--- config.mk ---
export PLATFORM = sky130hd
export DESIGN_NAME = ieu
export DESIGN_NICKNAME = d
export VERILOG_FILES = /design/src/common/ieu_cfg_pkg.sv /design/src/common/ieu_op_pkg.sv /design/src/hdl/ieu_au.sv /design/src/hdl/ieu_lu.sv /design/src/ieu/ieu_mu.sv /design/src/ieu/ieu.sv
export SDC_FILE = /design/constraint.sdc
export NUM_CORES = 2
export LEC_CHECK = 0
export BUFFER_PORTS_ARGS = -buffer_cell sky130_fd_sc_hd__buf_2
export CAP_MARGIN = 20
export CORE_MARGIN = 2
export CORE_UTILIZATION = 44
export DETAILED_ROUTE_END_ITERATION = 12
export GPL_TIMING_DRIVEN = 0
export MAX_ROUTING_LAYER = met4
export PLACE_DENSITY = 0.64
export SETUP_SLACK_MARGIN = 0.4
export SYNTH_ARGS = -nofsm -noshare
export SYNTH_HDL_FRONTEND = slang
export SYNTH_SLANG_ARGS = --single-unit
--- constraint.sdc ---
create_clock -name clk -period 21.3 [get_ports clk]
set_clock_uncertainty 0.15 [all_clocks]
set_input_delay 2.13 -clock clk [delete_from_list [all_inputs] [get_ports clk]]
set_output_delay 2.13 -clock clk [all_outputs]
set_load 0.005 [all_outputs]
--- src/common/ieu_cfg_pkg.sv ---
// ~~~~~~~~~~~~~~~~~~~~~~~~~~~~~~~~~~~~~~~
// IEU sizes
// Data, address and register-index widths
// ~~~~~~~~~~~~~~~~~~~~~~~~~~~~~~~~~~~~~~~

package ieu_cfg_pkg;

   // Base widths
   localparam int DW      = 32;            // Data path width
   localparam int AW      = 32;            // Byte address width
   localparam int REG_AW  = 5;             // Register file index

   // Derived from the above
   localparam int PC_W    = AW - 2;        // Word-aligned pc, low 2 bits dropped
   localparam int BE_W    = DW / 8;        // Byte lanes in one data word
   localparam int LANE_AW = $clog2(BE_W);  // Byte offset inside a word

endpackage

--- src/common/ieu_op_pkg.sv ---
// ~~~~~~~~~~~~~~~~~~~~~~~~~~~~~~~~~~~~~~~
// IEU formats
// Opcodes, issue packet, data bus and result records
// ~~~~~~~~~~~~~~~~~~~~~~~~~~~~~~~~~~~~~~~

package ieu_op_pkg;

   import ieu_cfg_pkg::*;

   // Arithmetic unit ops
   typedef enum logic [1:0] {
      AU_ADD = 2'd0,
      AU_SUB = 2'd1,
      AU_MUL = 2'd2                   // Low half of product only
   } au_opc_e;

   // Logic unit ops
   typedef enum logic [2:0] {
      LU_AND = 3'd0,
      LU_OR  = 3'd1,
      LU_XOR = 3'd2,
      LU_SLL = 3'd3,
      LU_SRL = 3'd4,
      LU_SRA = 3'd5
   } lu_opc_e;

   // Result producer
   typedef enum logic [1:0] {
      FU_NONE = 2'd0,
      FU_AU   = 2'd1,
      FU_LU   = 2'd2,
      FU_MU   = 2'd3
   } fu_e;

   // Access width, coded as byte count
   typedef enum logic [2:0] {
      SZ_BYTE = 3'd1,
      SZ_HALF = 3'd2,
      SZ_WORD = 3'd4
   } mem_size_e;

   // One opcode field, two readings depending on fu
   typedef union packed {
      struct packed {
         logic    rsvd;               // Pad to LU width
         au_opc_e opc;
      } au;
      lu_opc_e lu;
   } opc_u;

   typedef struct packed {
      logic [DW-1:0]     op1;
      logic [DW-1:0]     op2;
      logic [DW-1:0]     op3;         // Store data
      fu_e               fu;
      opc_u              opc;
      logic              mem_load;
      logic              mem_store;
      mem_size_e         mem_size;
      logic              wb_regf;
      logic [REG_AW-1:0] wb_reg_addr;
      logic [PC_W-1:0]   insn_pc;
      logic              jmplink;
      logic              specul_jmprel;
      logic              specul_jmpfar;
      logic              specul_bcc;  // Predicted taken
      logic [PC_W-1:0]   specul_tgt;
   } issue_t;

   typedef struct packed {
      logic [AW-1:0] addr;
      logic [DW-1:0] wdata;          // Already in its byte lanes
      mem_size_e     size;
      logic          we;
   } dbus_req_t;

   typedef struct packed {
      logic [REG_AW-1:0] addr;
      logic [DW-1:0]     data;
   } regf_wr_t;

   typedef struct packed {
      logic            jmprel;
      logic [PC_W-1:0] insn_pc;
      logic            hit;
   } bpu_upd_t;

endpackage

--- src/hdl/ieu_au.sv ---
// ~~~~~~~~~~~~~~~~~~~~~~~~~~~~~~~~~~~~~~~
// Arithmetic unit
// Add, subtract and low-half multiply
// ~~~~~~~~~~~~~~~~~~~~~~~~~~~~~~~~~~~~~~~

`timescale 1ns/1ns

module ieu_au
   import ieu_cfg_pkg::*, ieu_op_pkg::*;
(
   input  logic [DW-1:0] op1_i,
   input  logic [DW-1:0] op2_i,
   input  au_opc_e       opc_i,
   output logic [DW-1:0] res_o
);

   logic [DW-1:0] sum;
   logic [DW-1:0] diff;
   logic [DW-1:0] prod;

   assign sum  = op1_i + op2_i;
   assign diff = op1_i - op2_i;

   // Truncated to DW bits, upper half never needed
   assign prod = op1_i * op2_i;

   // Result mux
   always_comb begin
      case (opc_i)
         AU_ADD:  res_o = sum;
         AU_SUB:  res_o = diff;
         AU_MUL:  res_o = prod;
         default: res_o = '0;         // Unused code
      endcase
   end

endmodule

--- src/hdl/ieu_lu.sv ---
// ~~~~~~~~~~~~~~~~~~~~~~~~~~~~~~~~~~~~~~~
// Logic unit
// Bitwise ops and the three shifts
// ~~~~~~~~~~~~~~~~~~~~~~~~~~~~~~~~~~~~~~~

`timescale 1ns/1ns

module ieu_lu
   import ieu_cfg_pkg::*, ieu_op_pkg::*;
(
   input  logic [DW-1:0] op1_i,
   input  logic [DW-1:0] op2_i,
   input  lu_opc_e       opc_i,
   output logic [DW-1:0] res_o
);

   localparam int SH_W = $clog2(DW);  // 5 bits for a 32-bit word

   logic [SH_W-1:0] shamt;
   logic [DW-1:0]   sra_res;

   assign shamt = op2_i[SH_W-1:0];    // Upper bits of op2 ignored

   // Sign fill from op1 msb
   assign sra_res = DW'($signed(op1_i) >>> shamt);

   always_comb begin
      case (opc_i)
         LU_AND:  res_o = op1_i & op2_i;
         LU_OR:   res_o = op1_i | op2_i;
         LU_XOR:  res_o = op1_i ^ op2_i;
         LU_SLL:  res_o = op1_i << shamt;
         LU_SRL:  res_o = op1_i >> shamt;   // Zero fill
         LU_SRA:  res_o = sra_res;
         default: res_o = '0;
      endcase
   end

endmodule

--- src/ieu/ieu_mu.sv ---
// ~~~~~~~~~~~~~~~~~~~~~~~~~~~~~~~~~~~~~~~
// Memory unit
// Load/store sequencer, one access in flight
// ~~~~~~~~~~~~~~~~~~~~~~~~~~~~~~~~~~~~~~~

`timescale 1ns/1ns

module ieu_mu
   import ieu_cfg_pkg::*, ieu_op_pkg::*;
(
   input  logic          clk,
   input  logic          rst_i,
   input  logic          start_i,          // Memory insn valid at issue
   input  issue_t        issue_i,
   output logic          dbus_req_valid_o,
   output dbus_req_t     dbus_req_o,
   input  logic          dbus_req_ready_i,
   input  logic          dbus_resp_valid_i,
   input  logic [DW-1:0] dbus_resp_data_i,
   output logic          done_o,           // Response cycle
   output logic [DW-1:0] load_data_o
);

   typedef enum logic [1:0] {
      S_IDLE,
      S_REQ,                                 // Request held on bus
      S_WAIT                                 // Accepted, waiting for data
   } state_e;

   state_e          state_q;
   state_e          state_d;
   dbus_req_t       req_q;
   logic [AW-1:0]   addr;
   logic [DW-1:0]   wdata;
   logic [DW-1:0]   rdata;

   // Effective address
   assign addr  = issue_i.op1 + issue_i.op2;

   // Store data moved up into its byte lanes
   assign wdata = issue_i.op3 << {addr[LANE_AW-1:0], 3'b000};

   always_comb begin
      state_d = state_q;
      case (state_q)
         S_IDLE:  if (start_i) state_d = S_REQ;
         S_REQ:   if (dbus_req_ready_i) state_d = S_WAIT;
         S_WAIT:  if (dbus_resp_valid_i) state_d = S_IDLE;
         default: state_d = S_IDLE;
      endcase
   end

   always_ff @(posedge clk) begin
      if (rst_i) state_q <= S_IDLE;
      else       state_q <= state_d;
   end

   // Request captured once, stable until accepted
   always_ff @(posedge clk) begin
      if (state_q == S_IDLE && start_i) begin
         req_q.addr  <= addr;
         req_q.wdata <= wdata;
         req_q.size  <= issue_i.mem_size;
         req_q.we    <= issue_i.mem_store;
      end
   end

   assign dbus_req_valid_o = (state_q == S_REQ);
   assign dbus_req_o       = req_q;
   assign done_o           = (state_q == S_WAIT) & dbus_resp_valid_i;

   // Addressed lanes down to bit 0
   assign rdata = dbus_resp_data_i >> {req_q.addr[LANE_AW-1:0], 3'b000};

   always_comb begin
      case (req_q.size)
         SZ_BYTE: load_data_o = {{(DW-8){1'b0}}, rdata[7:0]};
         SZ_HALF: load_data_o = {{(DW-16){1'b0}}, rdata[15:0]};
         default: load_data_o = rdata;       // Full word
      endcase
   end

endmodule

--- src/ieu/ieu.sv ---
// ~~~~~~~~~~~~~~~~~~~~~~~~~~~~~~~~~~~~~~~
// Integer execution stage
// Units, write-back select and branch check
// ~~~~~~~~~~~~~~~~~~~~~~~~~~~~~~~~~~~~~~~

`timescale 1ns/1ns

module ieu
   import ieu_cfg_pkg::*, ieu_op_pkg::*;
(
   input  logic            clk,
   input  logic            rst_i,
   input  logic            issue_valid_i,
   input  issue_t          issue_i,
   output logic            issue_ready_o,
   input  logic            msr_psr_cc_i,     // Real branch condition
   output logic            regf_we_o,
   output regf_wr_t        regf_wr_o,
   output logic            flush_o,
   output logic [PC_W-1:0] flush_tgt_o,
   output logic            bpu_upd_valid_o,
   output bpu_upd_t        bpu_upd_o,
   output logic            dbus_req_valid_o,
   output dbus_req_t       dbus_req_o,
   input  logic            dbus_req_ready_i,
   input  logic            dbus_resp_valid_i,
   input  logic [DW-1:0]   dbus_resp_data_i
);

   logic [DW-1:0] au_res;
   logic [DW-1:0] lu_res;
   logic [DW-1:0] mu_load_data;
   logic [DW-1:0] link_addr;
   logic [DW-1:0] wb_data;
   logic          is_mem;
   logic          is_branch;
   logic          mu_done;
   logic          commit;
   logic          mispredict;

   assign is_mem    = issue_i.mem_load | issue_i.mem_store;
   assign is_branch = issue_i.specul_jmprel | issue_i.specul_jmpfar;

   ieu_au au (
      .op1_i (issue_i.op1),
      .op2_i (issue_i.op2),
      .opc_i (issue_i.opc.au.opc),           // AU view of opcode
      .res_o (au_res)
   );

   ieu_lu lu (
      .op1_i (issue_i.op1),
      .op2_i (issue_i.op2),
      .opc_i (issue_i.opc.lu),               // LU view of opcode
      .res_o (lu_res)
   );

   ieu_mu mu (
      .clk               (clk),
      .rst_i             (rst_i),
      .start_i           (issue_valid_i & is_mem),
      .issue_i           (issue_i),
      .dbus_req_valid_o  (dbus_req_valid_o),
      .dbus_req_o        (dbus_req_o),
      .dbus_req_ready_i  (dbus_req_ready_i),
      .dbus_resp_valid_i (dbus_resp_valid_i),
      .dbus_resp_data_i  (dbus_resp_data_i),
      .done_o            (mu_done),
      .load_data_o       (mu_load_data)
   );

   // Address of the insn after the jump
   assign link_addr = DW'({issue_i.insn_pc + 1'b1, 2'b00});

   always_comb begin
      if (issue_i.jmplink) begin
         wb_data = link_addr;
      end else begin
         case (issue_i.fu)
            FU_AU:   wb_data = au_res;
            FU_LU:   wb_data = lu_res;
            FU_MU:   wb_data = mu_load_data;
            default: wb_data = '0;
         endcase
      end
   end

   // Memory insns commit on response, the rest at issue
   assign commit        = is_mem ? mu_done : issue_valid_i;
   assign issue_ready_o = ~is_mem | mu_done;

   assign regf_we_o      = commit & issue_i.wb_regf;
   assign regf_wr_o.addr = issue_i.wb_reg_addr;
   assign regf_wr_o.data = wb_data;

   // Far jump target arrives in op1 as a word address
   assign mispredict =
      (issue_i.specul_jmprel & (issue_i.specul_bcc != msr_psr_cc_i)) |
      (issue_i.specul_jmpfar & (issue_i.specul_tgt != issue_i.op1[PC_W-1:0]));

   assign flush_o     = commit & is_branch & mispredict;
   assign flush_tgt_o = issue_i.specul_jmprel ? issue_i.specul_tgt
                                              : issue_i.op1[PC_W-1:0];

   // Predictor training, once per committed branch
   assign bpu_upd_valid_o   = commit & is_branch;
   assign bpu_upd_o.jmprel  = issue_i.specul_jmprel;
   assign bpu_upd_o.insn_pc = issue_i.insn_pc;
   assign bpu_upd_o.hit     = ~flush_o;

endmodule

# Word level (Yosys, flattened, before mapping)
# Index checks and enable logic that the tools add are counted.
[word_totals] output_inout_bits=172 ff_bits=70 word_cells=65 in_bits=214
[classes] n_eq_ne=19 n_mul=1 add_sub_neg=3 shift=5 n_reduce_logical=5 n_mux=11 bitwise_logic=16
[op_table] cell="case mux 32 bit (3 select lines)" n=2
[op_table] cell="case mux 32 bit (6 select lines)" n=1
[op_table] cell="case mux 32 bit (2 select lines)" n=1
[op_table] cell="left shift 32 x 5 -> 32 bit" n=2
[op_table] cell="right shift 32 x 5 -> 32 bit" n=2
[op_table] cell="adder 32 bit" n=1
[op_table] cell="bitwise AND 32 bit" n=1
[op_table] cell="multiplier 32 x 32 -> 32 bit" n=1
[op_table] cell="2-to-1 mux 32 bit" n=1
[op_table] cell="OR 32 bit" n=1
[op_table] cell=">>> shifter 32 x 5 -> 32 bit" n=1
[op_table] cell="subtractor 32 bit" n=1
[op_table] cell="XOR 32 bit" n=1
[op_table] cell="adder 30 x 1 -> 30 bit (second input constant)" n=1
[op_table] cell="2-to-1 mux 30 bit" n=1
[op_table] cell="!= test 30 bit" n=1
[op_table] cell="equality test 3 x 2 -> 1 bit (second input constant)" n=3
[op_table] cell="equality test 2 bit (second input constant)" n=4
[op_table] cell="bitwise AND 1 bit" n=7
[op_table] cell="equality test 2 x 1 -> 1 bit (second input constant)" n=3
[op_table] cell="equality test 3 x 1 -> 1 bit (second input constant)" n=2
[op_table] cell="equality test 3 bit (second input constant)" n=2
[op_table] cell="2-to-1 mux 2 bit" n=3
[op_table] cell="case mux 2 bit (3 select lines)" n=1
[op_table] cell="10 further kinds" n=16

# Longest topological paths before layout
[logic_depth] depth_word=6 depth_mapped=32 depth_no_buf=28

# Modules after synthesis
# A second synthesis with hierarchy kept.
[unflattened] hier_cells=3641 hier_area_um2=31385.1
[modules_own_cells] mod="ieu_au" instances=1 area_each_um2=18143.7 cells_each=2092 seq_area_each_um2=0.0
[modules_own_cells] mod="ieu_lu" instances=1 area_each_um2=5896.9 cells_each=750 seq_area_each_um2=0.0
[modules_own_cells] mod="ieu_mu" instances=1 area_each_um2=4885.9 cells_each=484 seq_area_each_um2=2082.0
[modules_own_cells] mod="ieu" instances=1 area_each_um2=2458.6 cells_each=315 seq_area_each_um2=0.0

# Worst setup path after synthesis
# Ideal clock, no wire load.
[synth_path] path_type="input -> output" start="input port issue_i[114] (netlist bit)" end="output port regf_wr_o[29] (netlist bit)" required_time_ns=19.020 path_buffers=4 t_arrival_ns=9.838 slack_ns=9.182 path_stages=30 cell_sequence="buf_2 -> clkinv_1 -> buf_1 -> buf_1 -> clkbuf_1 -> nor2_1 -> fa_1 -> inv_1 -> fa_1 -> fa_1 -> fa_1 -> inv_1 -> fa_1 -> inv_1 -> fa_1 -> inv_1 -> fa_1 -> fa_1 -> ha_1 -> o21ai_0 -> a21oi_1 -> nor2b_1 -> and3_1 -> o21ai_0 -> a21oi_1 -> o211ai_1 -> o211ai_1 -> xnor2_1 -> a221oi_1 -> o21ai_0"
[synth_lines] item="from (decl)" line_no="ieu.sv:14" rtl="input issue_t issue_i,"
[synth_lines] item="to (decl)" line_no="ieu.sv:18" rtl="output regf_wr_t regf_wr_o,"

==> impl_metrics.yaml <==
outcome:
  status: "complete, no violations"
worst_setup_path:
  crit-reg2reg-launch: "mu.state_q[0]"
  reg2reg_slack_ps: 18810
  critical_path_class: "input pin to output pin"
  cp_slowest_cell: "clkbuf_1"
  worstPathArrival_ps: 13740
  reg2reg_to: "mu.dbus_req_o[36]"
  start_kind: "input pin"
  path_common_cell: "fa_1"
  cp_data_required_time_ps: 19020
  critPathMaxFanout: 12
  crit_path_end_kind: "output pin"
  rr_worst_depth: 6
  slowest_delay_ps: 920
cells_and_area:
  regArea_sq_um: 2082
  nNetsFinal: 4762
  multi_input_comb_area_sq_um: 23330
  drive_above_1_share: 0.1376
  area_growth_syn_to_layout_pct: 12.13
  fillCellCount: 6479
  instances_no_fill: 4784
cts:
  hold_buffers: 0
  cts_root_buf: "clkbuf_16"
  cts_buffer_depth: 2
  clock_latency_ps: 330
  clkSlewWorstSetupHoldPaths_ps: 60
  postCtsSetupRepairBufs: 0
  cts_tree: "done"
  clock_tree.htree_level_count: 3
  numCtsBuffers: 9
  cts.sinks: 70
  cts_resized: 0
logic_synthesis:
  syn_area_sq_um: 28390
  postSynth.asyncResetShare: 0
  avgSynthCellArea_sq_um: 8.074
  syn_nets: 4361
  synth_top_area_frac: 0.2891
  synth-seq-area-share: 0.07332
  synthFlopType: "edfxtp_1"
  ys_seq_elements: 70
  synth-edff-count: 68
  synth.largest_area_cell: "fa_1"
  yosysUniqueCellTypes: 90
  netlist_instances: 3517
  synthTopCellsByArea: "fa_1 (29%), ha_1 (9.7%), nor2_1 (7.4%)"
  yosys_warnings: 0
floorplan:
  io_pins: 386
  start_util: 0.4429
  rows: 93
  die_w_microns: 258.0
  dieArea_sq_um: 66580
  core_area_sq_um: 64120
  dieHeight_microns: 258.0
routing:
  viasPerCell: 6.162
  postRouteAntennaNets: 0
  wirelength_mm: 149.4
  wl_per_cell_microns: 31.23
  drc_errors: 0
  drtIter0Drc: 4454
  vias: 29479
  dr.pass1.iters: 7
hold_path:
  holdPathEnd: "mu.state_q[1]"
  hp-class: "register to register"
  hp-start: "mu.state_q[0]"
  hold_depth: 3
place:
  place_ws_ps: 5696
  gp_congestion: 1.047
  dp_cells: 4759
  portBuffers: 377
  place_hpwl_mm: 124.4
grt:
  grt_max_degree: 13
  antenna_found_initial: 8
  track_usage: 0.4544
  grt_pass1_vias: 28301
  grt_overflow: 0
  grt_first_pass_wirelength_mm: 209.2
sta:
  tns_ps: 0
  finalHoldViolCount: 0
  rsz0062_at_grt: "no"
  fin_crit_sh: 0.7523
  maxSlewViolCount: 0
  setup_viol: 0
  fmax_mhz: 62.40
  fin_ws_ps: 5276
  tightest_slew_ps: 1309
  min_period_ps: 16020
  relSlewSlack: 0.1208
job:
  drv_cap: 0
[area by class of cell]
| class | instances | share of cell area |
|---|---|---|
| clock buffers | 10 | 0.007191 |
| clock inverters | 6 | 0.003458 |
| multi-input cells | 2702 | 0.7328 |
| diodes | 6 | 0.0004716 |
| plain buffers | 264 | 0.03714 |
| well taps | 855 | 0.03360 |
| flip-flops and latches | 70 | 0.06539 |
| repair buffers | 390 | 0.06327 |
| inverters | 481 | 0.05671 |
[state kept, by name, indices dropped and copies added (netlist names)]
register and cells:
mu.dbus_req_o 68, mu.state_q 2
[metrics by stage]
step,util,hold WS (ps),cell area (sq um)
final,0.4966,474.9,31840
after global routing,0.4966,559.2,31840
after detailed placement,0.4905,477.0,31450
after global placement,0.4890,461.2,31350
after CTS,0.4958,484.0,31790
after floorplan,-,411.2,28390
[worst max-delay path, delay by kind of cell]
kind / cells / cell delay, ps
buffers and inverters: 11 / 3230
and+or+nand+nor: 3 / 400
AOI/OAI and AO/OA: 8 / 3080
adders and majority gates: 9 / 4440
xor gates and xnor gates: 1 / 440
[cell usage after synthesis (32+ instances only)]
cell        n
nor2_1    562
buf_4      42
nand2_1   333
o22ai_1    34
edfxtp_1   68
buf_1      43
ha_1      220
mux2i_1   101
a211oi_1   58
a21oi_1   169
xor2_1     64
mux4_2     32
o21ai_0   156
xnor2_1   138
fa_1      410
inv_1     465
clkbuf_1  157
[cells by family after synthesis]
kind of cell    Yosys count  synth area share
mux                     144           0.06535
flops                    70           0.07332
buf+inv                 745            0.1052
fa+ha+maj               630            0.3860
xor+xnor                202           0.06231
simple gates           1076            0.1563
compound gates          650            0.1515
[placed cells by master (no fill, tap or decap), drive strengths merged, types with 17 or more instances in the layout]
cell,Yosys,final
o21ai,164,164
nor2,562,562
nor3,29,29
buf,107,497
mux4,32,32
a211o,17,17
inv,467,467
clkbuf,157,167
a221oi,17,17
nor2b,32,32
ha,220,220
xnor2,138,138
o211ai,28,28
edfxtp,68,68
o221ai,18,18
mux2i,101,101
nand3,30,30
nand2,333,333
a21o,22,22
a211oi,61,61
a21oi,171,171
o22ai,35,35
fa,410,410
xor2,64,64
[how the worst max path moves through the flow]
stage | start | end | slack [ps] | depth (start not counted)
6_report | issue_i[114] | regf_wr_o[31] | 5280 | 32
5_1_grt | issue_i[114] | regf_wr_o[31] | 5150 | 32
4_1_cts | issue_i[114] | regf_wr_o[31] | 5680 | 32
3_5_place_dp | issue_i[114] | regf_wr_o[31] | 5700 | 32
3_3_place_gp | issue_i[115] | regf_wr_o[31] | 5510 | 32
2_1_floorplan | issue_i[114] | regf_wr_o[29] | 9180 | 30
[per-layer routing]
layer  GRT usage  up-vias  part of all wire
met3     0.09600      397              0.12
met1      0.6151    14571              0.40
met2      0.6487     2232              0.42
met4      0.2111        0             0.062
li1            -    12279                 -
met5           -        -                 0
Power is not shown: default switching activity piles up to over one toggle a cycle in this logic, so the estimate is an artifact.
